$ cat src/barrel_config.svh
`ifndef BARREL_CONFIG_SVH
`define BARREL_CONFIG_SVH

// ------------------------------
// Core sizing
// ------------------------------

// Hardware threads sharing the pipe, six or more
`define CORE_THREADS 8

// Word address widths of the two memories
`define IMEM_AW 10
`define DMEM_AW 10

// Thread t starts at t * stride (bytes)
`define PC_STRIDE 'h100

`endif

$ cat src/rv_pkg.sv
`include "barrel_config.svh"

package rv_pkg;

  // ------------------------------
  // Vector types
  // ------------------------------
  typedef logic [31:0] word_t;
  typedef logic [4:0] reg_addr_t;
  typedef logic [$clog2(`CORE_THREADS)-1:0] thread_t;
  typedef logic [`IMEM_AW-1:0] imem_addr_t;
  typedef logic [`DMEM_AW-1:0] dmem_addr_t;

  // ------------------------------
  // Decoded selects
  // ------------------------------

  // RV32I major opcodes kept by this core
  typedef enum logic [6:0] {
    OPC_OP     = 7'b0110011,
    OPC_OP_IMM = 7'b0010011,
    OPC_LUI    = 7'b0110111,
    OPC_AUIPC  = 7'b0010111,
    OPC_BRANCH = 7'b1100011,
    OPC_JAL    = 7'b1101111,
    OPC_JALR   = 7'b1100111,
    OPC_LOAD   = 7'b0000011,
    OPC_STORE  = 7'b0100011
  } opcode_e;

  // ALU functions, PASS2 forwards operand 2 for LUI
  typedef enum logic [3:0] {
    ALU_ADD,
    ALU_SUB,
    ALU_AND,
    ALU_OR,
    ALU_XOR,
    ALU_SLT,
    ALU_SLTU,
    ALU_SLL,
    ALU_SRL,
    ALU_SRA,
    ALU_PASS2
  } alu_op_e;

  // Writeback source
  typedef enum logic [1:0] {
    WB_ALU = 2'd0,
    WB_MEM = 2'd1,
    WB_PC4 = 2'd2
  } wb_sel_e;

endpackage

$ cat src/decode_unit.sv
`timescale 1ns/1ps

module decode_unit (
  input  logic               clk,
  input  logic               reset,
  input  rv_pkg::word_t      i_instr,
  input  rv_pkg::thread_t    i_thread,
  input  rv_pkg::word_t      i_pc,
  input  logic               i_valid,
  output rv_pkg::reg_addr_t  o_rs1,
  output rv_pkg::reg_addr_t  o_rs2,
  output rv_pkg::word_t      o_imm,
  output rv_pkg::alu_op_e    o_alu_op,
  output logic               o_op1_pc,
  output logic               o_op2_imm,
  output logic               o_branch,
  output logic               o_jump,
  output logic               o_jalr,
  output logic               o_mem_we,
  output logic               o_mem_re,
  output logic               o_rd_we,
  output logic [2:0]         o_funct3,
  output rv_pkg::wb_sel_e    o_wb_sel,
  output rv_pkg::reg_addr_t  o_rd,
  output rv_pkg::word_t      o_pc,
  output rv_pkg::thread_t    o_thread
);
  import rv_pkg::*;

  reg_addr_t  rd;
  logic [2:0] funct3;
  logic       alt;
  word_t      imm_i;
  word_t      imm_s;
  word_t      imm_b;
  word_t      imm_u;
  word_t      imm_j;
  word_t      imm;
  alu_op_e    alu_op;
  alu_op_e    alu_fn;
  wb_sel_e    wb_sel;
  logic       op1_pc;
  logic       op2_imm;
  logic       branch;
  logic       jump;
  logic       jalr;
  logic       mem_we;
  logic       mem_re;
  logic       rd_we;

  // ------------------------------
  // Field split
  // ------------------------------
  assign o_rs1  = i_instr[19:15];
  assign o_rs2  = i_instr[24:20];
  assign rd     = i_instr[11:7];
  assign funct3 = i_instr[14:12];
  // funct7 bit 5 picks SUB and SRA
  assign alt    = i_instr[30];

  // Sign-extended immediates per format
  assign imm_i = {{20{i_instr[31]}}, i_instr[31:20]};
  assign imm_s = {{20{i_instr[31]}}, i_instr[31:25], i_instr[11:7]};
  assign imm_b = {{19{i_instr[31]}}, i_instr[31], i_instr[7], i_instr[30:25],
                  i_instr[11:8], 1'b0};
  assign imm_u = {i_instr[31:12], 12'b0};
  assign imm_j = {{11{i_instr[31]}}, i_instr[31], i_instr[19:12], i_instr[20],
                  i_instr[30:21], 1'b0};

  // ALU function from funct3, shared by OP and OP_IMM
  always_comb begin
    case (funct3)
      3'b000:  alu_fn = ALU_ADD;
      3'b001:  alu_fn = ALU_SLL;
      3'b010:  alu_fn = ALU_SLT;
      3'b011:  alu_fn = ALU_SLTU;
      3'b100:  alu_fn = ALU_XOR;
      3'b101:  alu_fn = alt ? ALU_SRA : ALU_SRL;
      3'b110:  alu_fn = ALU_OR;
      default: alu_fn = ALU_AND;
    endcase
  end

  // ------------------------------
  // Control generation
  // ------------------------------
  always_comb begin
    imm     = imm_i;
    alu_op  = ALU_ADD;
    wb_sel  = WB_ALU;
    op1_pc  = 1'b0;
    op2_imm = 1'b1;
    branch  = 1'b0;
    jump    = 1'b0;
    jalr    = 1'b0;
    mem_we  = 1'b0;
    mem_re  = 1'b0;
    rd_we   = 1'b0;
    case (opcode_e'(i_instr[6:0]))
      OPC_OP: begin
        op2_imm = 1'b0;
        rd_we   = 1'b1;
        // Only register form has SUB
        alu_op  = (funct3 == 3'b000 && alt) ? ALU_SUB : alu_fn;
      end
      OPC_OP_IMM: begin
        rd_we  = 1'b1;
        alu_op = alu_fn;
      end
      OPC_LUI: begin
        imm    = imm_u;
        alu_op = ALU_PASS2;
        rd_we  = 1'b1;
      end
      OPC_AUIPC: begin
        imm    = imm_u;
        op1_pc = 1'b1;
        rd_we  = 1'b1;
      end
      // Target is PC + offset through the ALU adder
      OPC_BRANCH: begin
        imm    = imm_b;
        op1_pc = 1'b1;
        branch = 1'b1;
      end
      OPC_JAL: begin
        imm    = imm_j;
        op1_pc = 1'b1;
        jump   = 1'b1;
        rd_we  = 1'b1;
        wb_sel = WB_PC4;
      end
      OPC_JALR: begin
        jump   = 1'b1;
        jalr   = 1'b1;
        rd_we  = 1'b1;
        wb_sel = WB_PC4;
      end
      OPC_LOAD: begin
        mem_re = 1'b1;
        rd_we  = 1'b1;
        wb_sel = WB_MEM;
      end
      OPC_STORE: begin
        imm    = imm_s;
        mem_we = 1'b1;
      end
      // Unknown opcodes retire as a no-op
      default: begin
        op2_imm = 1'b0;
      end
    endcase
  end

  // ------------------------------
  // D to R registers
  // ------------------------------

  // Enables killed for invalid slots and rd == x0
  always_ff @(posedge clk) begin
    if (reset) begin
      o_branch <= 1'b0;
      o_jump   <= 1'b0;
      o_mem_we <= 1'b0;
      o_mem_re <= 1'b0;
      o_rd_we  <= 1'b0;
    end else begin
      o_branch <= branch & i_valid;
      o_jump   <= jump & i_valid;
      o_mem_we <= mem_we & i_valid;
      o_mem_re <= mem_re & i_valid;
      o_rd_we  <= rd_we & i_valid & (rd != '0);
    end
  end

  always_ff @(posedge clk) begin
    o_imm     <= imm;
    o_alu_op  <= alu_op;
    o_op1_pc  <= op1_pc;
    o_op2_imm <= op2_imm;
    o_jalr    <= jalr;
    o_funct3  <= funct3;
    o_wb_sel  <= wb_sel;
    o_rd      <= rd;
    o_pc      <= i_pc;
    o_thread  <= i_thread;
  end

endmodule

$ cat config.mk
export PLATFORM = sky130hd
export DESIGN_NAME = decode_unit
export DESIGN_NICKNAME = d
export VERILOG_FILES = /design/src/rv_pkg.sv /design/src/decode_unit.sv
export VERILOG_INCLUDE_DIRS = /design/src /design/src/src
export SDC_FILE = /design/constraint.sdc
export NUM_CORES = 1
export LEC_CHECK = 0
export BUFFER_PORTS_ARGS = -buffer_cell sky130_fd_sc_hd__buf_2
export CAP_MARGIN = 20
export CELL_PAD_IN_SITES_DETAIL_PLACEMENT = 1
export CELL_PAD_IN_SITES_GLOBAL_PLACEMENT = 1
export CORE_ASPECT_RATIO = 1.25
export CORE_MARGIN = 3
export CORE_UTILIZATION = 29
export CTS_CLUSTER_SIZE = 12
export DETAILED_ROUTE_END_ITERATION = 10
export PLACE_DENSITY_LB_ADDON = 0.1
export SETUP_SLACK_MARGIN = 0.02
export SLEW_MARGIN = 10
export SYNTH_ARGS = -nofsm -noshare
export SYNTH_HDL_FRONTEND = slang
export SYNTH_SLANG_ARGS = --single-unit
$ cat constraint.sdc
create_clock -name clk -period 1.5 [get_ports clk]
set_clock_uncertainty 0.05 [all_clocks]
set_input_delay 0.225 -clock clk [delete_from_list [all_inputs] [get_ports clk]]
set_output_delay 0.225 -clock clk [all_outputs]
set_load 0.05 [all_outputs]
==> run metrics <==
final setup violation count 0; final slew viol count 0; H-tree depth 3; Clock Tree Root clkbuf_8; Main synth FF type dfxtp_1; # Max-Cap Violations 0; share of Yosys cell area claimed by the top area cell type 0.7251; Layout Cell Area excl Fill 4025 sq um; synthesis-to-finish area growth 63.80%; total number of vias 2181; Hold Vio Cnt, Final 0; Core Area 8018 sq um; fin crit period 1.433 ns; drt first pass iters 4; outcome finished clean; synth unique cells 35; Worst EP required 1.67 ns; # rows 36; vias in the first global route 2285; initial DRC count 37; syn nets 263; die extent in x 88.34 um; antenna violations before repair 0; area occupied by registers 1782 sq um; Synth area leader dfxtp_1; Post-Syn Instances 193; CTS Buffer Depth 2; pwr/cell area 1250 nW/um^2; Crit-path slowest cell dlygate4sd3_1; # IOs 169; number of flops mapped to enable cells by yosys 0; area of the multi-input gates 556.8 sq um; sequential fraction of the synthesis area 0.7251; critical path class input pin to flop; first-pass GRT wire length 11.45 mm; WL final 7.585 mm; Inserted Clock Buffers 9; Fmax 0.6980 GHz; sinks on the clock net 89; Post-route DRC 0; DPL Wire Length 5.562 mm; Fill cells 905; Inst Count DP 452; Routed Antenna Nets 0; Synth Register Bits 89; Setup Fix Bufs, Post-CTS 0; largest cells by area after synthesis dfxtp_1 (73%), a21o_1 (5.8%), buf_4 (3.4%), nor2_1 (1.8%), nor2b_1 (1.8%); Netlist Area Pre-Place 2457 sq um; layout cells sized above 1 0.4892; number of diodes 0; RSZ-0062 raised after global routing true; I/O Buffers 168; CTS tree built; LEAKAGE 2.078 nW; Post-DP Area 3398 sq um; vias per inst 4.276; Slew headroom 0.6926; GRT Resource Usage Total 0.1564; CP peak stage delay 0.53 ns; critical path capture point type flop; nets 481; worst path arrival time 1.60 ns; Routed wire per std cell 14.87 um; Initial Utilization 0.3065; Tightest Pin Transition 0.4605 ns; largest net degree at the start of global routing 16; die height 108.9 um; non-filler cells, final 510; clock slew at the register clock pins of the worst setup and hold paths 0.08 ns; die area 9621 sq um; maximum vdd drop 0.0004638 V; worst hold stages 1; crit-path max FO 3; GR Overflow Total 0; Startpoint Class input pin; FFs w/ async S/R, synth 0; CP cell instances dlygate4sd3_1 > buf_2 > or4_1 > nor2_2 > a2111oi_0; Period Utilization, post-route 0.9551; Synth Area per Inst 12.73 sq um; Final Wtd Congestion 0.8766; Ys Warns 0; hold crit path type input pin to flop
==> layer usage <==
layer / routed length (um) / GRT usage / share of wire
met1: 2706 / 0.1573 / 0.36
met2: 4040 / 0.2914 / 0.53
met3: 731 / 0.06198 / 0.096
met4: 106 / 0.04644 / 0.014
met5: 0 / 0 / 0
==> worst max-delay path, delay by kind of cell <==
| kind | cells | cell delay [ns] |
|---|---|---|
| buffers and inverters | 2 | 0.66 |
| AO/OA/AOI/OAI | 1 | 0.07 |
| AND/OR/NAND/NOR | 2 | 0.64 |
==> final cells by class <==
class | count | share of cell area
Inverter | 6 | 0.005595
Sequential cell | 89 | 0.4426
Multi-Input combinational cell | 83 | 0.1383
Clock buffer | 9 | 0.03077
Tap cell | 95 | 0.02953
Clock inverter | 6 | 0.01679
Timing Repair Buffer | 222 | 0.3363
==> placed cells by master (no fill, tap or decap), types with 2 or more instances in the layout <==
master	instances
o21ai_0	5
nor2_1	10
nor3_2	2
a31oi_1	2
buf_4	11
inv_1	5
clkinvlp_4	2
buf_2	168
nor2_2	2
nand2b_1	2
dfxtp_1	89
nor2b_1	7
a21o_1	19
nand2_1	6
or2_2	3
a22o_1	4
nand3b_1	2
nor4_1	2
dlygate4sd3_1	43
clkbuf_8	9
inv_6	2
==> flip-flops by register name, indices dropped and copies added (netlist names) <==
name / flops
o_imm: 32
o_pc: 32
o_rd: 5
o_alu_op: 4
o_funct3: 3
o_thread: 3
o_wb_sel: 2
o_branch: 1
o_jalr: 1
o_jump: 1
o_mem_re: 1
o_mem_we: 1
o_op1_pc: 1
o_op2_imm: 1
o_rd_we: 1
==> cell families (layout without fill, tap and decap cells) <==
| kind of cell | count (synthesis) | count (layout) | share of synthesized area |
|---|---|---|---|
| AOI/OAI and AO/OA | 36 | 36 | 0.1074 |
| xor gates and xnor gates | 1 | 1 | 0.003565 |
| buffers and inverters | 21 | 243 | 0.05040 |
| DFF | 89 | 89 | 0.7251 |
| muxes | 1 | 1 | 0.004073 |
| and+or+nand+nor | 45 | 45 | 0.1095 |
==> power by group <==
| part | total (mW) | internal [mW] | switching [mW] |
|---|---|---|---|
| registers | 2.50 | 2.48 | 0.0272 |
| logic | 0.926 | 0.283 | 0.643 |
| clock network | 1.60 | 0.770 | 0.832 |
==> cells in the mapped netlist (2+ instances only) <==
cell and number:
a21o_1 19, a22o_1 4, a31oi_1 2, buf_2 3, buf_4 11, dfxtp_1 89, inv_1 5, nand2_1 6
nand2b_1 2, nand3b_1 2, nor2_1 12, nor2b_1 7, nor3_2 2, nor4_1 2, o21ai_0 5, or2_2 3
==> metrics by stage <==
stage / setup slack [ns] / power [mW] / hold WS (ns) / TNS [ns] / utilization
2_1_floorplan: 0.1603 / 3.135 / 0.2027 / 0 / -
3_3_place_gp: -0.03404 / 3.393 / 0.2773 / -0.03404 / 0.4238
3_5_place_dp: -0.07777 / 3.403 / 0.2789 / -0.3715 / 0.4238
4_1_cts: 0.06171 / 5.113 / 0.007669 / 0 / 0.5014
5_1_grt: 0.01397 / 5.277 / 0.008409 / 0 / 0.5020
6_report: 0.06731 / 5.032 / 0.02979 / 0 / 0.5020
==> worst paths after layout <==
path	start	slack [ns]	to
worst min-delay path	i_instr[14]	0.03	o_funct3[2]
worst max-delay path	i_instr[9]	0.07	o_rd_we
==> what timing repair did <==
action | in CTS | in global routing
setup endpoints to repair | 0 | 12
endpoints found under the hold margin | 43 | 0
resized for setup | 0 | 2
hold buffers | 43 | 0
No activity file was read; power rests on OpenSTA's default activity.
