===== src/barrel_config.svh =====
`ifndef BARREL_CONFIG_SVH
`define BARREL_CONFIG_SVH

// ------------------------------
// Core sizing
// ------------------------------

// Hardware threads sharing the pipe, six or more
`define CORE_THREADS 8

// Word address widths of the two memories
`define IMEM_AW 10
`define DMEM_AW 10

// Thread t starts at t * stride (bytes)
`define PC_STRIDE 'h100

`endif


===== src/rv_pkg.sv =====
`include "barrel_config.svh"

package rv_pkg;

  // ------------------------------
  // Vector types
  // ------------------------------
  typedef logic [31:0] word_t;
  typedef logic [4:0] reg_addr_t;
  typedef logic [$clog2(`CORE_THREADS)-1:0] thread_t;
  typedef logic [`IMEM_AW-1:0] imem_addr_t;
  typedef logic [`DMEM_AW-1:0] dmem_addr_t;

  // ------------------------------
  // Decoded selects
  // ------------------------------

  // RV32I major opcodes kept by this core
  typedef enum logic [6:0] {
    OPC_OP     = 7'b0110011,
    OPC_OP_IMM = 7'b0010011,
    OPC_LUI    = 7'b0110111,
    OPC_AUIPC  = 7'b0010111,
    OPC_BRANCH = 7'b1100011,
    OPC_JAL    = 7'b1101111,
    OPC_JALR   = 7'b1100111,
    OPC_LOAD   = 7'b0000011,
    OPC_STORE  = 7'b0100011
  } opcode_e;

  // ALU functions, PASS2 forwards operand 2 for LUI
  typedef enum logic [3:0] {
    ALU_ADD,
    ALU_SUB,
    ALU_AND,
    ALU_OR,
    ALU_XOR,
    ALU_SLT,
    ALU_SLTU,
    ALU_SLL,
    ALU_SRL,
    ALU_SRA,
    ALU_PASS2
  } alu_op_e;

  // Writeback source
  typedef enum logic [1:0] {
    WB_ALU = 2'd0,
    WB_MEM = 2'd1,
    WB_PC4 = 2'd2
  } wb_sel_e;

endpackage


===== src/thread_fetch.sv =====
`timescale 1ns/1ps
`include "barrel_config.svh"

module thread_fetch (
  input  logic                clk,
  input  logic                reset,
  input  logic                i_pc_we,
  input  rv_pkg::thread_t     i_pc_thread,
  input  rv_pkg::word_t       i_next_pc,
  output rv_pkg::imem_addr_t  o_imem_addr,
  output rv_pkg::thread_t     o_fetch_thread,
  output rv_pkg::word_t       o_fetch_pc,
  output logic                o_fetch_valid
);
  import rv_pkg::*;

  // One PC per thread
  word_t   pc_q [`CORE_THREADS];
  thread_t cnt_q;
  // Start flag, first fetch one cycle after reset drops
  logic    start_q;
  // Valid of the slot now in R and E
  logic    valid_r_q;
  logic    valid_e_q;

  // ------------------------------
  // Round-robin thread counter
  // ------------------------------
  always_ff @(posedge clk) begin
    if (reset) begin
      start_q       <= 1'b0;
      cnt_q         <= '0;
      o_fetch_valid <= 1'b0;
      valid_r_q     <= 1'b0;
      valid_e_q     <= 1'b0;
    end else begin
      start_q <= 1'b1;
      if (start_q) begin
        if (cnt_q == thread_t'(`CORE_THREADS - 1))
          cnt_q <= '0;
        else
          cnt_q <= cnt_q + thread_t'(1);
      end
      // Fetch valid follows the slot down to E
      o_fetch_valid <= start_q;
      valid_r_q     <= o_fetch_valid;
      valid_e_q     <= valid_r_q;
    end
  end

  // ------------------------------
  // PC file
  // ------------------------------

  // Start-up fill slots reaching E are ignored
  always_ff @(posedge clk) begin
    if (reset) begin
      for (int t = 0; t < `CORE_THREADS; t++)
        pc_q[t] <= word_t'(t * `PC_STRIDE);
    end else if (i_pc_we && valid_e_q) begin
      pc_q[i_pc_thread] <= i_next_pc;
    end
  end

  // Word address into the ROM
  assign o_imem_addr = pc_q[cnt_q][`IMEM_AW+1:2];

  // Thread and PC aligned with the ROM data
  always_ff @(posedge clk) begin
    o_fetch_thread <= cnt_q;
    o_fetch_pc     <= pc_q[cnt_q];
  end

endmodule


===== config.mk =====
export PLATFORM = sky130hd
export DESIGN_NAME = thread_fetch
export DESIGN_NICKNAME = d
export VERILOG_FILES = /design/src/rv_pkg.sv /design/src/thread_fetch.sv
export VERILOG_INCLUDE_DIRS = /design/src /design/src/src
export SDC_FILE = /design/constraint.sdc
export NUM_CORES = 1
export LEC_CHECK = 0
export BUFFER_PORTS_ARGS = -buffer_cell sky130_fd_sc_hd__clkbuf_2
export CORE_MARGIN = 2
export CORE_UTILIZATION = 45
export DETAILED_ROUTE_END_ITERATION = 7
export HOLD_SLACK_MARGIN = 0.12
export PLACE_DENSITY = 0.69
export SYNTH_ARGS = -nofsm -noshare
export SYNTH_HDL_FRONTEND = slang
export SYNTH_SLANG_ARGS = --single-unit

===== constraint.sdc =====
create_clock -name clk -period 4.8 [get_ports clk]
set_clock_uncertainty 0.15 [all_clocks]
set_input_delay 1.2 -clock clk [delete_from_list [all_inputs] [get_ports clk]]
set_output_delay 1.2 -clock clk [all_outputs]
set_load 0.02 [all_outputs]

==> results of run 1 <==
-- report_power, final --
group	leakage [nW]	internal, W	switching (W)
registers	3.10	0.00291	0.0000448
logic	1.41	0.000136	0.000248
clock network	0.439	0.00121	0.000945
-- kinds of logic (layout without fill, tap and decap cells) --
| group | count (synthesis) | in the layout | synth area share (%) |
|---|---|---|---|
| mux | 98 | 98 | 15.8 |
| simple gates | 269 | 269 | 11.1 |
| fa+ha+maj | 2 | 2 | 0.200 |
| compound gates | 9 | 9 | 0.361 |
| buf+inv | 107 | 192 | 3.79 |
| flops | 301 | 301 | 68.8 |
-- final timing paths --
path | start | end | slack [ns] | cells after the start
hold reg to reg | cnt_q[1] | o_fetch_thread[1] | 0.23 | 0
hold / removal | cnt_q[1] | o_fetch_thread[1] | 0.23 | 0
setup / recovery | register | o_imem_addr[7] | 1.0 | 3
setup reg to reg | register | o_fetch_pc[0] | 2.16 | 3
-- per-layer routing --
layer  up-vias  GRT usage [%]
met3        46           2.52
met4         0           4.94
met5         -              0
met1      3604           25.4
li1       3227              -
met2       190           32.3
-- worst max-delay path: cells and delay by family, from the launching register on --
kind / cells / cell delay [ns]
buf+inv: 1 / 0.16
mux: 2 / 0.99
flops: 1 / 0.75
-- area by class of cell --
class,instances,area (um2),area share (%)
tap,372,465,3.28
multi-input combinational,378,3540,24.9
clock buffer,39,793,5.58
inverter,33,124,0.872
sequential,301,8590,60.5
clock inverter,15,98.8,0.696
timing repair buffer,105,593,4.18
-- synthesized netlist by cell type --
cell | count | area, um2
clkbuf_1 | 45 | 169
mux4_2 | 24 | 541
nand2b_1 | 3 | 18.8
buf_6 | 7 | 78.8
buf_1 | 7 | 26.3
or3_1 | 12 | 75.1
a21oi_1 | 1 | 5.00
buf_2 | 15 | 75.1
nor2_1 | 2 | 7.51
mux2i_1 | 2 | 20.0
or3b_2 | 1 | 8.76
o21ai_0 | 8 | 40.0
nand4bb_1 | 1 | 11.3
nor2b_1 | 3 | 18.8
or2_2 | 1 | 6.26
mux4_1 | 40 | 1050
edfxtp_1 | 256 | 7690
nand4b_1 | 1 | 8.76
inv_1 | 4 | 15.0
nor3_1 | 244 | 1220
clkinv_1 | 29 | 109
ha_1 | 2 | 25.0
mux2_2 | 32 | 360
nand2_1 | 1 | 3.75
dfxtp_1 | 45 | 901
-- stage by stage --
step	std cells	hold slack [ns]
floorplan	786	0.204
global placement	1189	0.218
detailed placement	1189	0.222
CTS	1243	0.234
global route	1243	0.246
finish	1243	0.230
-- registers in the layout, summed over array words and instances (netlist names), named ones only --
signal / flops
pc_q: 256
o_fetch_pc: 32
cnt_q: 3
o_fetch_thread: 3
o_fetch_valid: 1
start_q: 1
valid_e_q: 1
valid_r_q: 1
==> out/metrics.cfg, run 1 <==
[critical_path]
arrival_ns=2.45
path_cells=mux4_1 > mux2_2 > clkbuf_2
end_kind=output port
crit_slowest_cell=dfxtp_4
cp_max_fo=33
slowest_delay_ns=0.75
start_kind=register
crit_required_ns=3.45
crit_type=reg2out

[clocking]
clock_latency_ns=0.54
post_cts_resize_count=0
clk_path_buf_depth=3
tritoncts=yes
post-cts-setup-buffer-count=0
cts_buffers=29
cts_root_buf=clkbuf_16
cts.clk_slew.worst_paths_ns=0.06
clock_sinks=301
ctsHoldBuffers=0
htreeDepth=1

[global_routing]
grt_max_degree=89
grt-ovfl-total=0
grt_pass1_wl_mm=41.7
antenna_found_initial=0
first_global_vias=7244
grt_use_total_pct=18.8

[sta]
tns_ns=0
slew_violations=0
period_minus_slack_ns=3.80
period_share_pct=79.3
worst_slack_ns=0.995
rsz0062_at_grt=no
finalHoldViolations=0
max_freq_mhz=263
worst_slew_pin_slew_ns=0.908
setup_viol=0
maxSlewHeadroom_pct=39.5

[detailed_routing]
wl_met2_mm=13.7
top_layer=met4
met3WireLength_mm=1.23
wirelength_met1_mm=11.4
drc=0
firstDrtPassIters=5
drt-wirelength-per-cell_um=21.7
drt_iter0_markers=596
drt-total-wl_mm=26.9
vias=7067
postRouteAntennaNets=0
vias_per_cell=5.69

[die]
initial_core_util_pct=46.1
die_h_um=171
fp.dieW_um=171
fp.coreArea_um2=27100
num_rows=60
die_area_um2=29100
io_pins=84

[placed_design]
dpl_worst_slack_ns=1.21
hpwl_mm=14.7
io_buffers=83
post_dp_cell_area_um2=13300
gp_congestion=0.717

[final_layout]
area_growth_syn_to_layout_pct=13.8
nets=888
nFillCells=2202
layout_common_cells=edfxtp_1 (256), nor3_1 (244), clkbuf_2 (83), dfxtp_1 (42), mux4_1 (40)
layout_commonest_cell=edfxtp_1
fin_util_pct=52.4
drive_above_1_share_pct=25.1
diodes=0
stdcell_area_um2=14200

[power_and_ir_drop]
irDropWorstVdd_uv=240
pwr_density_cell_nw_per_um2=387
total_power_w=0.00550
leakagePower_nw=4.94

[logic_synthesis]
ys_seq_elements=301
syn-num-nets=826
avgSynthCellArea_um2=15.9
syn_area_um2=12500
yosysWarnings=0
synthCells=786
ys_seq_area_share_pct=68.8
synth_cell_types=25

[outcome]
status=completed

[worst_hold_path]
hold_class=reg2reg

[job]
cap_violations=0

(Power assumes the default switching activity.)
==> run 2: changes to the inputs <==
Settings changed: PLACE_DENSITY 0.69 to 0.66.
Clock period 4.8 ns to 3.79 ns, I/O delays scaled along.
==> out/metrics.cfg, run 2 (synthesis gave the netlist of run 1 again) <==
[critical_path]
slowest_delay_ns=0.76
crit_type=reg2out
start_kind=register
end_kind=output port
r2r_slack_ns=1.13
cp-endpoint=o_imem_addr[5]
cp.buffers_inverters=1
reg2reg_to=o_fetch_pc[18]
r2r_cells=3
crit_cells=3
crit_required_ns=2.69
crit_slowest_cell=dfxtp_4
path_cells=mux4_1 > mux2_2 > clkbuf_2
cp_max_fo=33
cpLargestDelayFamily=multiplexers
arrival_ns=2.39

[die]
fp.dieW_um=171
die_h_um=171
io_pins=84
die_area_um2=29100
initial_core_util_pct=46.1
fp.coreArea_um2=27100
num_rows=60

[clocking]
post-cts-setup-buffer-count=0
cts_root_buf=clkbuf_16
clock_sinks=301
htreeDepth=2
clock_latency_ns=0.51
tritoncts=yes
cts.clk_slew.worst_paths_ns=0.06
post_cts_resize_count=0
cts_buffers=34
clk_path_buf_depth=3
ctsHoldBuffers=0

[global_routing]
antenna_found_initial=0
first_global_vias=7398
grt_pass1_wl_mm=44.0
grt-ovfl-total=0
grt_max_degree=87
grt_use_total_pct=20.0

[sta]
whs_ns=0.219
finalHoldViolations=0
rsz0062_at_grt=no
setup_viol=0
period_minus_slack_ns=3.49
worst_slew_pin_slew_ns=0.764
slew_violations=0
period_share_pct=92.0
max_freq_mhz=287
maxSlewHeadroom_pct=49.0

[placed_design]
hpwl_mm=15.8
io_buffers=83
gp_congestion=0.700
post_dp_cell_area_um2=13400

[detailed_routing]
drt_iter0_markers=601
vias_per_cell=5.70
vias=7150
drc=0
drt-wirelength-per-cell_um=22.5
drt-total-wl_mm=28.2
postRouteAntennaNets=0
firstDrtPassIters=5

[final_layout]
regMostFlops=pc_q
drive_above_1_share_pct=26.4
area_growth_syn_to_layout_pct=16.8
stdcell_area_um2=14600
multiInputGateArea_um2=3540
layout_common_cells=edfxtp_1 (256), nor3_1 (244), clkbuf_2 (83), dfxtp_1 (42), mux4_1 (40)
nets=896
nFillCells=2228
layout_commonest_cell=edfxtp_1
diodes=0
fin_util_pct=53.8
regArea_um2=8590
largest_reg_flops=256
reg_top3=pc_q x256, o_fetch_pc x32

[worst_hold_path]
hold_class=reg2reg
min_path_cells=0

[outcome]
status=completed

[job]
cap_violations=0

[power_and_ir_drop]
irDropWorstVdd_uv=355
leakagePower_nw=5.12
pwr_density_cell_nw_per_um2=519

## run 2: cell count changes in the layout (fill, tap and decap cells not counted), sizes merged
cell      delta
clkbuf      +14
clkinv       -5
clkinvlp     -1
buf          +3
## run 2: how the worst min path moves through the flow
stage / start / to / slack [ns]
6_report: cnt_q[1] / o_fetch_thread[1] / 0.22
5_1_grt: cnt_q[1] / o_fetch_thread[1] / 0.22
4_1_cts: cnt_q[1] / o_fetch_thread[1] / 0.22
3_5_place_dp: cnt_q[1] / o_fetch_thread[1] / 0.22
3_3_place_gp: cnt_q[1] / o_fetch_thread[1] / 0.22
2_1_floorplan: cnt_q[1] / o_fetch_thread[1] / 0.20
## run 2: power breakdown
group | internal [W] | switching [W]
Combinational | 0.000183 | 0.000321
Sequential | 0.00369 | 0.0000560
Clock | 0.00204 | 0.00128
Total | 0.00591 | 0.00166
## run 2: per-layer routing
| metal | routed length [um] | track usage [%] | up-vias |
|---|---|---|---|
| li1 | - | - | 3256 |
| met1 | 12200 | 28.4 | 3625 |
| met2 | 13800 | 32.2 | 229 |
| met3 | 1640 | 3.17 | 40 |
| met4 | 508 | 6.17 | 0 |
| met5 | 0 | 0 | - |
## run 2: through the flow
| stage | TNS (ns) | total power, W | std cells | setup WS (ns) |
|---|---|---|---|---|
| floorplan | -53.16 | 0.00412 | 786 | -0.554 |
| global placement | 0 | 0.00432 | 1192 | 0.795 |
| detailed placement | 0 | 0.00433 | 1192 | 0.781 |
| CTS | 0 | 0.00761 | 1254 | 0.248 |
| global route | 0 | 0.00779 | 1254 | 0.185 |
| finish | 0 | 0.00757 | 1254 | 0.302 |
## run 2: cell type report
cell class / instances / share of cell area, %
clock buffer: 53 / 7.45
timing repair buffer: 108 / 4.82
clock inverter: 9 / 0.472
multi-input combinational: 378 / 24.3
tap: 372 / 3.19
sequential: 301 / 59.0
inverter: 33 / 0.850
==> run 3: changes to the inputs <==
Settings changed: CTS_BUF_LIST set to sky130_fd_sc_hd__clkbuf_2, GPL_ROUTABILITY_DRIVEN set to 0, PLACE_DENSITY 0.66 to 0.7.
==> out/metrics.cfg, run 3 (synthesis gave the netlist of run 1 again) <==
[sta]
maxSlewHeadroom_pct=49.4
period_minus_slack_ns=3.55
slew_violations=0
worst_slack_ns=0.241
max_freq_mhz=282
finalHoldViolations=0
whs_ns=0.230
setup_viol=0
rsz0062_at_grt=no
worst_slew_pin_slew_ns=0.758
period_share_pct=93.6

[clocking]
cts_buffers=77
tritoncts=yes
cts_root_buf=clkbuf_2
cts.clk_slew.worst_paths_ns=0.11
htreeDepth=3
clock_sinks=301
clock_latency_ns=0.87
clk_path_buf_depth=3

[global_routing]
grt-ovfl-total=0
first_global_vias=7806
grt_max_degree=55
grt_use_total_pct=20.0
antenna_found_initial=1
grt_pass1_wl_mm=43.8

[placed_design]
dpl_worst_slack_ns=0.677
hpwl_mm=16.2
io_buffers=83
dp.cells=1203

[critical_path]
crit_required_ns=2.69
arrival_ns=2.45
r2r_cells=4
cpLargestDelayFamily=multiplexers
cp.buffers_inverters=2
start_kind=register
path_cells=buf_12 > mux4_1 > mux2_2 > clkbuf_2
end_kind=output port
crit_slowest_cell=mux4_1
cp_max_fo=9
crit_type=reg2out
reg2reg_to=o_fetch_pc[19]
slowest_delay_ns=0.56
r2r_slack_ns=1.26

[detailed_routing]
drt-total-wl_mm=28.1
firstDrtPassIters=5
vias=7469
drt_iter0_markers=567
vias_per_cell=5.57
drt-wirelength-per-cell_um=20.9
drc=0
postRouteAntennaNets=0

[die]
fp.coreArea_um2=27100
num_rows=60
die_area_um2=29100
die_h_um=171
io_pins=84
initial_core_util_pct=46.1
fp.dieW_um=171

[final_layout]
reg_top3=pc_q x256, o_fetch_pc x32
nets=954
largest_reg_flops=256
regMostFlops=pc_q
area_growth_syn_to_layout_pct=14.4
finalNonFillerCells=1342
layout_common_cells=edfxtp_1 (256), nor3_1 (244), clkbuf_2 (205), dfxtp_1 (42), mux4_1 (40)
layout_commonest_cell=edfxtp_1
drive_above_1_share_pct=33.5

[power_and_ir_drop]
total_power_w=0.00658
pwr_density_cell_nw_per_um2=461
leakagePower_nw=5.18
irDropWorstVdd_uv=205

[worst_hold_path]
hold_class=reg2reg
min-delay-start=cnt_q[1]
worstHoldEndpoint=o_fetch_thread[1]
min_path_cells=0

[job]
cap_violations=0

[outcome]
status=completed

## run 3: cell count changes in the layout (fill, tap and decap cells not counted)
cell and change:
clkbuf_16 -37, clkinv_4 +1, clkinvlp_4 +1, diode_2 +2, buf_4 +15, clkbuf_2 +122
clkbuf_1 -6, clkbuf_8 -10, clkinv_1 +1, dfxtp_2 -1, clkinv_2 -2, dfxtp_4 +1
bufinv_16 +2, inv_6 -1
## run 3: per-stage QoR
step,util [%],instance area [um2],setup TNS (ns)
2_1_floorplan,-,12500,-53.16
3_3_place_gp,49.7,13500,0
4_1_cts,52.7,14300,0
6_report,52.7,14300,0
5_1_grt,52.7,14300,0
3_5_place_dp,49.7,13500,0
## run 3: worst reg2reg max path, cell delays in order (launching register included)
cell	delay (ns)
dfxtp_4	0.45
buf_12	0.20
buf_4	0.57
mux4_1	0.70
mux2_2	0.31
## run 3: final cells by class
cell class                      instances  area, um2
Tap cell                              372        465
Sequential cell                       301       8600
Clock inverter                         11        130
Multi-Input combinational cell        378       3540
Clock buffer                          122        611
Antenna cell                            2       5.00
Timing Repair Buffer                  123        816
Fill cell                            2264      12800
Inverter                               33        124
## run 3: timing repair
action | 4_1_cts | 5_1_grt
hold buffers | 0 | 0
setup endpoints to repair | 10 | 5
setup buffers | 4 | 0
cloned | 0 | 0
resized for setup | 0 | 1
## run 3: worst max path at each step
stage | end | depth (start not counted)
final | o_imem_addr[0] | 4
after global routing | o_imem_addr[7] | 4
after CTS | o_imem_addr[3] | 3
after detailed placement | pc_q[3][27] | 4
after global placement | pc_q[3][25] | 4
after floorplan | pc_q[5][0] | 3
## run 3: metal layers
| metal | part of all wire [%] | wire length, um | global-route usage, % |
|---|---|---|---|
| met2 | 51 | 14300 | 33.5 |
| met4 | 1.9 | 539 | 7.58 |
| met1 | 41 | 11600 | 25.8 |
| met3 | 5.7 | 1610 | 4.07 |
| met5 | 0 | 0 | 0 |
## run 3: power breakdown
group	leakage [nW]	internal, W	switching, W
logic	1.52	0.000194	0.000339
registers	3.10	0.00368	0.0000398
clock network	0.565	0.00104	0.00128
