$ cat config.mk
export PLATFORM = sky130hd
export DESIGN_NAME = lsu_writeback
export DESIGN_NICKNAME = d
export VERILOG_FILES = /design/src/rv_pkg.sv /design/src/lsu_writeback.sv
export VERILOG_INCLUDE_DIRS = /design/src /design/src/src
export SDC_FILE = /design/constraint.sdc
export NUM_CORES = 1
export LEC_CHECK = 0
export ABC_AREA = 1
export BUFFER_PORTS_ARGS = -buffer_cell sky130_fd_sc_hd__buf_2
export CORE_MARGIN = 2
export CORE_UTILIZATION = 36
export DETAILED_ROUTE_END_ITERATION = 7
export GPL_TIMING_DRIVEN = 0
export PLACE_DENSITY = 0.76
export SLEW_MARGIN = 20
export SYNTH_ARGS = -nofsm -noshare
export SYNTH_HDL_FRONTEND = slang
export SYNTH_SLANG_ARGS = --single-unit
$ cat constraint.sdc
create_clock -name clk -period 1.9 [get_ports clk]
set_input_delay 0.38 -clock clk [delete_from_list [all_inputs] [get_ports clk]]
set_output_delay 0.38 -clock clk [all_outputs]
set_load 0.02 [all_outputs]
$ cat src/barrel_config.svh
`ifndef BARREL_CONFIG_SVH
`define BARREL_CONFIG_SVH

// ------------------------------
// Core sizing
// ------------------------------

// Hardware threads sharing the pipe, six or more
`define CORE_THREADS 8

// Word address widths of the two memories
`define IMEM_AW 10
`define DMEM_AW 10

// Thread t starts at t * stride (bytes)
`define PC_STRIDE 'h100

`endif

$ cat src/rv_pkg.sv
`include "barrel_config.svh"

package rv_pkg;

  // ------------------------------
  // Vector types
  // ------------------------------
  typedef logic [31:0] word_t;
  typedef logic [4:0] reg_addr_t;
  typedef logic [$clog2(`CORE_THREADS)-1:0] thread_t;
  typedef logic [`IMEM_AW-1:0] imem_addr_t;
  typedef logic [`DMEM_AW-1:0] dmem_addr_t;

  // ------------------------------
  // Decoded selects
  // ------------------------------

  // RV32I major opcodes kept by this core
  typedef enum logic [6:0] {
    OPC_OP     = 7'b0110011,
    OPC_OP_IMM = 7'b0010011,
    OPC_LUI    = 7'b0110111,
    OPC_AUIPC  = 7'b0010111,
    OPC_BRANCH = 7'b1100011,
    OPC_JAL    = 7'b1101111,
    OPC_JALR   = 7'b1100111,
    OPC_LOAD   = 7'b0000011,
    OPC_STORE  = 7'b0100011
  } opcode_e;

  // ALU functions, PASS2 forwards operand 2 for LUI
  typedef enum logic [3:0] {
    ALU_ADD,
    ALU_SUB,
    ALU_AND,
    ALU_OR,
    ALU_XOR,
    ALU_SLT,
    ALU_SLTU,
    ALU_SLL,
    ALU_SRL,
    ALU_SRA,
    ALU_PASS2
  } alu_op_e;

  // Writeback source
  typedef enum logic [1:0] {
    WB_ALU = 2'd0,
    WB_MEM = 2'd1,
    WB_PC4 = 2'd2
  } wb_sel_e;

endpackage

$ cat src/lsu_writeback.sv
`timescale 1ns/1ps
`include "barrel_config.svh"

module lsu_writeback (
  input  logic                clk,
  input  logic                reset,
  input  rv_pkg::word_t       i_result,
  input  rv_pkg::word_t       i_store_data,
  input  logic                i_mem_we,
  input  logic                i_mem_re,
  input  logic                i_rd_we,
  input  rv_pkg::wb_sel_e     i_wb_sel,
  input  rv_pkg::reg_addr_t   i_rd,
  input  rv_pkg::word_t       i_pc4,
  input  rv_pkg::thread_t     i_thread,
  input  rv_pkg::word_t       i_dmem_rdata,
  output rv_pkg::dmem_addr_t  o_dmem_addr,
  output rv_pkg::word_t       o_dmem_wdata,
  output logic                o_dmem_we,
  output logic                o_dmem_re,
  output rv_pkg::thread_t     o_dmem_thread,
  output logic                o_wb_en,
  output rv_pkg::thread_t     o_wb_thread,
  output rv_pkg::reg_addr_t   o_wb_addr,
  output rv_pkg::word_t       o_wb_data
);
  import rv_pkg::*;

  wb_sel_e sel_q;
  word_t   result_q;
  word_t   pc4_q;

  // ------------------------------
  // Data memory, word access only
  // ------------------------------
  assign o_dmem_addr   = i_result[`DMEM_AW+1:2];
  assign o_dmem_wdata  = i_store_data;
  assign o_dmem_we     = i_mem_we;
  assign o_dmem_re     = i_mem_re;
  assign o_dmem_thread = i_thread;

  // M to W, lines up with the memory read data
  always_ff @(posedge clk) begin
    if (reset)
      o_wb_en <= 1'b0;
    else
      o_wb_en <= i_rd_we;
  end

  always_ff @(posedge clk) begin
    o_wb_thread <= i_thread;
    o_wb_addr   <= i_rd;
    sel_q       <= i_wb_sel;
    result_q    <= i_result;
    pc4_q       <= i_pc4;
  end

  // Writeback source select
  always_comb begin
    case (sel_q)
      WB_MEM:  o_wb_data = i_dmem_rdata;
      WB_PC4:  o_wb_data = pc4_q;
      default: o_wb_data = result_q;
    endcase
  end

endmodule

==> metrics.md, run 1 <==
| Metric | Value |
|---|---|
| Final hold violations | 0 |
| Post-route design area | about 4300 um^2 |
| Clk pwr share | 0.325 |
| DRT iter0 DRCs | 92 |
| Core area | roughly 7300 um^2 |
| Power Dens Cells | about 870 nW/um^2 |
| Tightest Pin Transition | around 0.15 ns |
| Fmax | between 0.5 and 0.6 GHz |
| DP Area | just under 4000 um^2 |
| CTS sink count | 75 |
| Int Power | roughly 2.7 mW |
| Synthesis-to-layout area growth | 58.7% |
| Largest net degree at the start of global routing | 15 |
| Cells along the critical path | inv_2 > ha_4 > inv_8 > buf_8 > nand2_1 > nand2_1 > buf_2 |
| Vias per Instance | between 4 and 5 |
| Clk slew on worst S/H paths | approximately 0.090 ns |
| Final net count | just under 700 |
| Reg power frac | 0.445 |
| FP Rows | 31 |
| Hold/Removal Path Class | in -> reg |
| Seq cells post-synth | between 70 and 80 |
| Syn avg cell area | around 8.2 um^2 |
| GP Congestion | around 0.76 |
| CP top delay family | buffers and inverters |
| # DRC | 0 |
| P_sw | between 1 and 1.5 mW |
| Crit-path max FO | 10 |
| Root Driver | clkbuf_8 |
| Worst path slowest cell | dfxtp_2 |
| Vias | approximately 2,700 |
| Slew Viols, Final | 0 |
| Top-area cell type share of the netlist area | 0.548 |
| Ys Warns | 0 |
| Congestion Overflow GR | 0 |
| Worst Hold Path Cells | 1 |
| First-pass DRT Iterations | 4 |
| Worst setup EP type | output port |
| Hold endpoint | pc4_q[13]$_DFF_P_ |
| Most common cell in the synthesized netlist | nand2_1 |
| Area leader, netlist | dfxtp_1 |
| LEAKAGE | roughly 2.5 nW |
| Hold path start | i_pc4[13] |
| Max VDD drop | between 0.7 and 0.8 mV |
| Synth area leaders | dfxtp_1 (55%), nand2_1 (26%), buf_4 (13%) |
| Slowest Stage Delay on Critical Path | about 0.34 ns |
| Number of global-route vias before repair | approximately 2,700 |
| Sw Share | 0.289 |
| Combinational Power Share | 0.230 |
| Initial antenna violation count | 0 |
| Port Buffer Count | roughly 200 |
| Worst Path Required | 1.52 ns |
| Post-synth design cell area | between 2000 and 3000 um^2 |
| RSZ-0062 raised after global routing | yes |
| Share of layout cells above drive strength 1 | 0.563 |
| Hold_buf cts | 0 |
| Overall routing resource usage | 0.185 |
| Die Span Y | slightly above 90 um |
| Period utilisation layout | 1.01 |
| Total power | 3.78 mW |
| Setup crit start kind | flop |
| Final Core Density | 0.593 |
| Worst EP arrival | between 1.5 and 2 ns |
| Fraction of registers with async set/reset | 0 |
| CTS tree | done |
| Main flop type after synthesis | dfxtp_1 |
| Diode count | 0 |
| Max-slew headroom | 0.902 |
| Crit path buf inv count | 4 |
| Die X | 91.2 um |
| Setup ws final | -0.0167 ns |
| Gate Count Post-Synth | between 300 and 400 |
| First-pass GRT wire length | 12,100 um |
| Worst slack at placement | between 0.1 and 0.15 ns |
| Max Buffers Root-to-Sink | 2 |
| Crit path time final | approximately 1.9 ns |
| Hpwl dp | between 5000 and 6000 um |
| Inserted Clock Buffers | 9 |
| Mapped Nets | around 480 |
| Total wire length | around 8000 um |
| Stages on the worst setup path | 7 |
| Synth top cells by count | nand2_1 (192), dfxtp_1 (75), buf_4 (47) |
| Drt wl/cell | approximately 12 um |
| I/O Pins | approximately 230 |
| Most used cell, CP | nand2_1 |
| Initial Util | 0.374 |
| Yosys cell types | 9 |
| Status | finished, violations left |
| Final ANT Viol Nets | 0 |
| Final setup violation count | 18 |
| Critical path class | reg -> out |
| Failing checks | setup timing |
| EDFF count, synth | 0 |
| Sequential area share after synthesis | 0.548 |
| Die area | ~8300 um^2 |
| Max Cap Viol | 0 |
| H-tree depth | 3 |
## flip-flops by register name, summed over array words and instances, names as in the netlist
signal and flops:
result_q 32, o_wb_en 1, sel_q 2, o_wb_addr 5
pc4_q 32, o_wb_thread 3
## area by class of cell
cell class / instances / area (um^2)
fill: 659 / 2980
sequential: 75 / 1500
timing repair buffer: 200 / 1130
multi-input combinational: 195 / 862
buffer: 59 / 507
clock buffer: 10 / 128
tap: 99 / 124
clock inverter: 6 / 71.3
inverter: 4 / 22.5
## power groups by stage
stage	clock network (mW)	logic [mW]	registers [mW]
after floorplan	0	0.431	1.72
after global placement	0	0.726	1.71
after detailed placement	0	0.734	1.71
after CTS	1.27	0.770	1.68
after global routing	1.34	0.935	1.69
final	1.23	0.870	1.68
## worst max-delay path by stage
stage	start	to
finish	sel_q[0]$_DFF_P_	o_wb_data[3]
global route	sel_q[0]$_DFF_P_	o_wb_data[3]
CTS	sel_q[0]$_DFF_P_	o_wb_data[25]
detailed placement	sel_q[0]$_DFF_P_	o_wb_data[18]
global placement	sel_q[0]$_DFF_P_	o_wb_data[18]
floorplan	sel_q[0]$_DFF_P_	o_wb_data[0]
## cell usage in the layout, fill, tap and decap left out
cell type   Yosys  routed
buf_2           4     179
buf_4          47      51
buf_6           9      23
buf_8           0       5
bufinv_16       0       1
clkbuf_1        0       1
clkbuf_16       0       1
clkbuf_8        0       9
clkinvlp_4      0       2
dfxtp_1        75      73
dfxtp_2         0       2
ha_4            0       2
inv_1           3       2
inv_2           1       1
inv_6           0       3
inv_8           0       1
nand2_1       192     163
nand2_2         0      26
nand2_4         0       3
nor2_1          1       1
## metrics by stage
step,setup TNS (ns),std cells,hold WS [ns]
after CTS,-0.608,646,0.102
after global placement,0,629,0.482
after floorplan,0,334,0.408
final,-0.145,648,0.123
after detailed placement,0,629,0.484
after global routing,-3.09,648,0.102
## layer usage
metal | global-route usage | routed length [um] | up-vias
li1 | - | - | 1366
met1 | 0.166 | 2760 | 1188
met2 | 0.371 | 4330 | 143
met3 | 0.0680 | 709 | 13
met4 | 0.0682 | 154 | 0
met5 | 0 | 0 | -
## cells by family (layout without fill, tap and decap cells)
logic type / after synthesis / after routing / share of synthesized area
adders and majority gates: 2 / 2 / 0.00913
DFF: 75 / 75 / 0.548
and+or+nand+nor: 193 / 193 / 0.264
buffers and inverters: 64 / 279 / 0.179
## repair_timing
action,in CTS,in global routing
setup buffers,2,1
pin swaps,1,5
setup endpoints to repair,32,32
resized for setup,20,66
cloned,0,1
Note: power is estimated with default switching activity, not from simulation.
==> run 2: changes to the inputs <==
Clock period 1.9 ns to 2.1 ns, I/O delays scaled along.
==> run 2 against run 1 <==
Compared with the run above: the run now ends clean; global-route usage barely moved; hold slack improved by 0.040 ns; sequential share of layout area rose by 2.0 points; die area did not move; sequential power fell by 9.5%; sequential cell count did not move; utilization fell by 3.3 points; first-iteration DRC count fell by 16%; largest power group unchanged; highest routed layer unchanged.
==> metrics.md, run 2 (synthesis gave the netlist of run 1 again) <==
| Metric | Value |
|---|---|
| Status | finished, final reports clean |
| Final setup violation count | 0 (-18) |
| Max Cap Viol | 0 (unchanged) |
| Final ANT Viol Nets | 0 (unchanged) |
| Number of global-route vias before repair | 2,682 (-0.075%) |
| Total wire length | 7570 um (-4.8%) |
| Worst EP arrival | 1.58 ns (+0.04 ns) |
| Fmax | between 0.5 and 0.6 GHz |
| Detail Route met2 WL | 4150 um (-4.4%) |
| Vias | 2,656 (-2.0%) |
| Tightest Pin Transition | 0.153 ns (+0.00679 ns) |
| Setup ws final | 0.101 ns (+0.118 ns) |
| Die Span Y | 91.2 um (unchanged) |
| Crit path time final | roughly 2.0 ns |
| Core area | 7330 um^2 (unchanged) |
| Sequential cell area | 1500 um^2 (about the same) |
| Max-slew headroom | 0.898 (-0.00467) |
| FP Rows | 31 (unchanged) |
| Met1 wire length | 2610 um (-5.2%) |
| Final hold violations | 0 (unchanged) |
| DRT iter0 DRCs | 77 (-16%) |
| Critical path class | reg -> out |
| Area of the multi-input gates | 774 um^2 (-10%) |
| Synthesis-to-layout area growth | 50.0% |
| Port Buffer Count | 196 (unchanged) |
| Congestion Overflow GR | 0 (unchanged) |
| Overall routing resource usage | 0.185 (-0.000351) |
| Most frequent cells in the layout | buf_2 (194), nand2_1 (192), dfxtp_1 (74) |
| Inserted Clock Buffers | 9 (unchanged) |
| Inst Count DP | 629 (unchanged) |
| Post-route design area | 4110 um^2 (-5.5%) |
| LEAKAGE | 2.41 nW (-2.9%) |
| Post-Layout Cell Count | 646 (-0.31%) |
| Power Dens Cells | 806 nW/um^2 (-7.1%) |
| Period utilisation layout | 0.952 |
| H-tree depth | 3 (unchanged) |
| Most common cell after layout, fill and taps aside | buf_2 |
| Routed wl met3 | 681 um (-3.9%) |
| Max Buffers Root-to-Sink | 2 (unchanged) |
| WHS | 0.163 ns (+0.0397 ns) |
| Initial Util | 0.374 (unchanged) |
| Diode count | 0 (unchanged) |
| Vias per Instance | 4.11 (-1.7%) |
| Sum Neg Setup Slack | 0 ns (+0.145 ns) |
| Drt wl/cell | 11.7 um (-4.5%) |
| Largest net degree at the start of global routing | 15 (unchanged) |
| DP Area | 3840 um^2 (unchanged) |
| Die X | 91.2 um (unchanged) |
| Max VDD drop | 0.665 mV (-10%) |
| Worst setup EP type | output port |
| Slew Viols, Final | 0 (unchanged) |
| Hold path start | i_pc4[13] |
| Largest registers | pc4_q x32, result_q x32, o_wb_addr x5 |
| Share of layout cells above drive strength 1 | 0.505 (-0.0583) |
| Hpwl dp | 5960 um (unchanged) |
| Worst Path Required | 1.68 ns (+0.16 ns) |
| Worst Hold Path Cells | 1 (unchanged) |
| RSZ-0062 raised after global routing | no |
| Hold/Removal Path Class | in -> reg |
| GP Congestion | 0.763 (unchanged) |
| I/O Pins | 231 (unchanged) |
| CP startpoint | sel_q[1]$_DFF_P_ |
| First-pass GRT wire length | 12,100 um (-0.17%) |
| CTS tree | done |
| CTS sink count | 75 (unchanged) |
| Initial antenna violation count | 0 (unchanged) |
| First-pass DRT Iterations | 4 (unchanged) |
| Die area | 8330 um^2 (unchanged) |
| Clk slew on worst S/H paths | 0.09 ns (about the same) |
| Fillers | 705 (+7.0%) |
| Worst slack at placement | 0.275 ns (+0.160 ns) |
| # DRC | 0 (unchanged) |
| Crit-path max FO | 10 (unchanged) |
| Root Driver | clkbuf_8 |
| Final net count | 687 (-0.29%) |
| Top Layer Used | met4 |
| Setup crit start kind | flop |
[run 2: changes by cell type in the layout (fill, tap and decap cells not counted), sizes merged]
cell    before  now
buf        258  257
clkbuf      11   10
[run 2: per-stage QoR]
step,util,power [mW]
final,0.561,3.31
after global routing,0.561,3.48
after CTS,0.557,3.35
after detailed placement,0.524,2.21
after global placement,0.524,2.20
after floorplan,-,1.95
[run 2: per-layer routing]
layer | vias to the layer above | GRT usage
li1 | 1360 | -
met4 | 0 | 0.0682
met5 | - | 0
met2 | 135 | 0.369
met3 | 12 | 0.0680
met1 | 1149 | 0.167
[run 2: report_power, final]
part	total [mW]	switching, mW	internal (mW)
Sequential	1.52	0.0198	1.50
Combinational	0.683	0.379	0.304
Clock	1.11	0.552	0.562
[run 2: path summary, 6_finish.rpt]
path                            end
hold / removal    pc4_q[13]$_DFF_P_
setup / recovery      o_wb_data[16]
[run 2: layout make-up]
type | count | share of cell area
Sequential cell | 75 | 0.366
Timing Repair Buffer | 198 | 0.244
Clock buffer | 10 | 0.0311
Inverter | 4 | 0.00426
Clock inverter | 6 | 0.0174
Multi-Input combinational cell | 195 | 0.188
Buffer | 59 | 0.120
Tap cell | 99 | 0.0301
[run 2: critical path, cell delays in order, from the launching register on]
cell,delay (ns)
dfxtp_1,0.40
inv_1,0.09
ha_4,0.19
buf_6,0.14
nand2_1,0.09
nand2_1,0.06
nand2_1,0.05
nand2_1,0.04
buf_2,0.16
[run 2: timing repair]
item	in CTS	in global routing
hold endpoints to repair	0	0
resized for setup	11	4
pin swaps	0	1
hold buffers	0	0
setup buffers	1	1
setup endpoints to repair	31	20
==> run 3: changes to the inputs <==
Settings changed: ABC_AREA 1 to unset, CORE_ASPECT_RATIO set to 0.8, PLACE_DENSITY 0.76 to 0.78.
==> run 3 against run 2 <==
Compared with the run above: largest power group unchanged; cell area down 1.3%; synthesized area shrank 8.6%; largest cell class is now buffers; utilization rose by 3.4 points; setup slack lost 0.021 ns; sequential cell count stayed put; critical path type unchanged; hold slack better by 0.0088 ns.
==> metrics.md, run 3 <==
| Metric | Value |
|---|---|
| Synth top cells by count | dfxtp_1 (75), buf_4 (50), a22oi_1 (32), nand2_1 (32), o21ai_1 (30) |
| Hpwl dp | 5490 um (-7.9%) |
| Sequential area share after synthesis | 0.599 (+0.0515) |
| Met1 wire length | 2630 um (+0.54%) |
| Initial Util | 0.367 (-0.00671) |
| P_sw | 944 uW (-0.68%) |
| Ys Warns | 0 (unchanged) |
| Cells along the critical path | inv_1 > ha_4 > buf_12 > buf_12 > nand2_1 > o21ai_0 > buf_4 |
| Share of layout cells above drive strength 1 | 0.648 (+0.144) |
| Routed wl met3 | 789 um (+16%) |
| Synth area leaders | dfxtp_1 (60%), buf_4 (15%), a22oi_1 (9.6%) |
| First-pass GRT wire length | 10,800 um (-10%) |
| Worst EP arrival | 1.60 ns (+0.02 ns) |
| H-tree depth | 3 (unchanged) |
| Clk slew on worst S/H paths | 0.08 ns (about the same) |
| EDFF count, synth | 0 (unchanged) |
| Mapped Nets | 381 (-20%) |
| Fmax | 0.495 GHz (-1.1%) |
| Overall routing resource usage | 0.179 (-0.00574) |
| Hold_buf cts | 0 (unchanged) |
| Synthesis-to-layout area growth | 61.9% |
| I/O Pins | 231 (unchanged) |
| Combinational Power Share | 0.228 (+0.022) |
| DP Area | 3590 um^2 (-6.5%) |
| Vias | 2,389 (-10%) |
| Most common cell after layout, fill and taps aside | buf_2 |
| Sum Neg Setup Slack | 0 ns (unchanged) |
| Hold path start | i_result[12] |
| Largest registers | pc4_q x32, result_q x32, o_wb_addr x5 |
| Slowest Stage Delay on Critical Path | 0.33 ns (-0.07 ns) |
| Largest net degree at the start of global routing | 15 (unchanged) |
| Worst Hold Path Cells | 1 (unchanged) |
| Detail Route met2 WL | 3850 um (-7.1%) |
| Vias per Instance | 4.43 (+7.8%) |
| Initial antenna violation count | 0 (unchanged) |
| CTS tree | done |
| LEAKAGE | 2.09 nW (-13%) |
| Final setup violation count | 0 (unchanged) |
| Most used cell, CP | buf_12 |
| Clk pwr share | 0.308 (-0.028) |
| Hold/Removal Path Class | in -> reg |
| Most common cell in the synthesized netlist | dfxtp_1 |
| Inserted Clock Buffers | 9 (unchanged) |
| Fraction of registers with async set/reset | 0 (unchanged) |
| Critical path class | reg -> out |
| Drt wl/cell | 13.7 um (+17%) |
| Syn avg cell area | 10.6 um^2 (+29%) |
| Die X | 97.3 um (+6.6%) |
| Period utilisation layout | 0.962 (+0.0101) |
| Core area | 6820 um^2 (-6.9%) |
| Area leader, netlist | dfxtp_1 |
| GP Congestion | 0.752 (-1.4%) |
| Main flop type after synthesis | dfxtp_1 |
| FP Rows | 27 (-13%) |
| Reg power frac | 0.464 (+0.006) |
| Sw Share | 0.288 (+0.00140) |
| Slew Viols, Final | 0 (unchanged) |
| Status | finished, final reports clean |
| Max Buffers Root-to-Sink | 2 (unchanged) |
| Die Span Y | 78.6 um (-14%) |
| Final net count | 592 (-14%) |
| # DRC | 0 (unchanged) |
| Max-slew headroom | 0.854 (-0.0436) |
| Most frequent cells in the layout | buf_2 (173), dfxtp_1 (73), buf_4 (72) |
| Crit-path max FO | 10 (unchanged) |
| Top Layer Used | met4 |
| Top-area cell type share of the netlist area | 0.599 (+0.0515) |
| Post-route design area | 4060 um^2 (-1.3%) |
| DRT iter0 DRCs | 43 (-44%) |
| Final hold violations | 0 (unchanged) |
| Root Driver | clkbuf_8 |
| Diode count | 0 (unchanged) |
| Seq cells post-synth | 75 (unchanged) |
| Hold endpoint | result_q[12]$_DFF_P_ |
| Number of global-route vias before repair | 2,373 (-12%) |
| Worst path slowest cell | dfxtp_2 |
| Int Power | 2.33 mW (-1.4%) |
| Worst slack at placement | 0.230 ns (-0.0453 ns) |
| First-pass DRT Iterations | 4 (unchanged) |
| Gate Count Post-Synth | 236 (-29%) |
| Worst setup EP type | output port |
| Yosys cell types | 11 (+2) |
| Post-synth design cell area | 2500 um^2 (-8.6%) |
| Max Cap Viol | 0 (unchanged) |
| Congestion Overflow GR | 0 (unchanged) |
| Die area | 7650 um^2 (-8.2%) |
| Port Buffer Count | 196 (unchanged) |
| Power Dens Cells | 808 nW/um^2 (+0.15%) |
| Crit path time final | 2.02 ns (+0.0213 ns) |
| Setup crit start kind | flop |
| Setup ws final | 0.0802 ns (-0.0213 ns) |
| Total wire length | 7400 um (-2.3%) |
| Max VDD drop | 0.597 mV (-10%) |
| Worst Path Required | 1.68 ns (about the same) |
| Tightest Pin Transition | 0.219 ns (+0.0656 ns) |
| CTS sink count | 75 (unchanged) |
| Final ANT Viol Nets | 0 (unchanged) |
run 3: cell types whose count changed after synthesis:
cell	change
nor2b_1	+1
buf_6	-6
o21ai_1	+30
inv_1	-1
buf_2	+3
nand2_1	-160
inv_2	-1
buf_4	+3
o21ai_0	+2
nor2_1	-1
a22oi_1	+32
run 3: layer usage:
layer | GRT usage | vias up
li1 | - | 1175
met1 | 0.177 | 1067
met2 | 0.328 | 133
met3 | 0.0899 | 14
met4 | 0.0611 | 0
met5 | 0 | -
run 3: what timing repair did:
item | CTS | global route
cloned | 0 | 2
pin swaps | 2 | 0
resized for setup | 33 | 31
endpoints found under the setup margin | 32 | 32
hold endpoints to repair | 0 | 0
setup buffers | 0 | 2
run 3: logic make-up (layout without fill, tap and decap cells):
| logic type | Yosys count | in the layout | synth area share |
|---|---|---|---|
| flops | 75 | 75 | 0.599 |
| simple gates | 33 | 33 | 0.0505 |
| buf+inv | 62 | 278 | 0.180 |
| compound gates | 64 | 64 | 0.160 |
| fa+ha+maj | 2 | 2 | 0.00999 |
run 3: how the worst max path moves through the flow:
stage	startpoint	endpoint	depth (start not counted)
floorplan	sel_q[0]$_DFF_P_	o_wb_data[21]	5
global placement	sel_q[0]$_DFF_P_	o_wb_data[12]	7
detailed placement	sel_q[0]$_DFF_P_	o_wb_data[28]	7
CTS	sel_q[0]$_DFF_P_	o_wb_data[16]	6
global route	sel_q[0]$_DFF_P_	o_wb_data[29]	7
finish	sel_q[0]$_DFF_P_	o_wb_data[29]	7
run 3: power groups by stage:
stage	logic [mW]	registers, mW	clock network, mW
after floorplan	0.361	1.56	0
after global placement	0.624	1.55	0
after detailed placement	0.630	1.55	0
after CTS	0.677	1.52	1.04
after global routing	0.800	1.53	1.10
final	0.745	1.52	1.01
run 3: cell type report:
| cell class | count | area (um^2) |
|---|---|---|
| Inverter | 2 | 7.51 |
| Buffer | 60 | 509 |
| Multi-Input combinational cell | 99 | 627 |
| Clock inverter | 6 | 47.5 |
| Sequential cell | 75 | 1500 |
| Clock buffer | 10 | 138 |
| Fill cell | 621 | 2770 |
| Tap cell | 87 | 109 |
| Timing Repair Buffer | 200 | 1110 |
run 3: critical path, delay by kind of cell (launching register included):
family | cells | cell delay, ns
simple gates | 1 | 0.05
fa+ha+maj | 1 | 0.29
buf+inv | 4 | 0.51
compound gates | 1 | 0.08
flops | 1 | 0.33
run 3: metrics by stage:
stage	power [mW]	hold WS [ns]	std cells	util
after floorplan	1.92	0.448	236	-
after global placement	2.17	0.522	519	0.527
after detailed placement	2.18	0.524	519	0.527
after CTS	3.24	0.152	535	0.567
after global routing	3.43	0.141	539	0.594
final	3.28	0.172	539	0.594
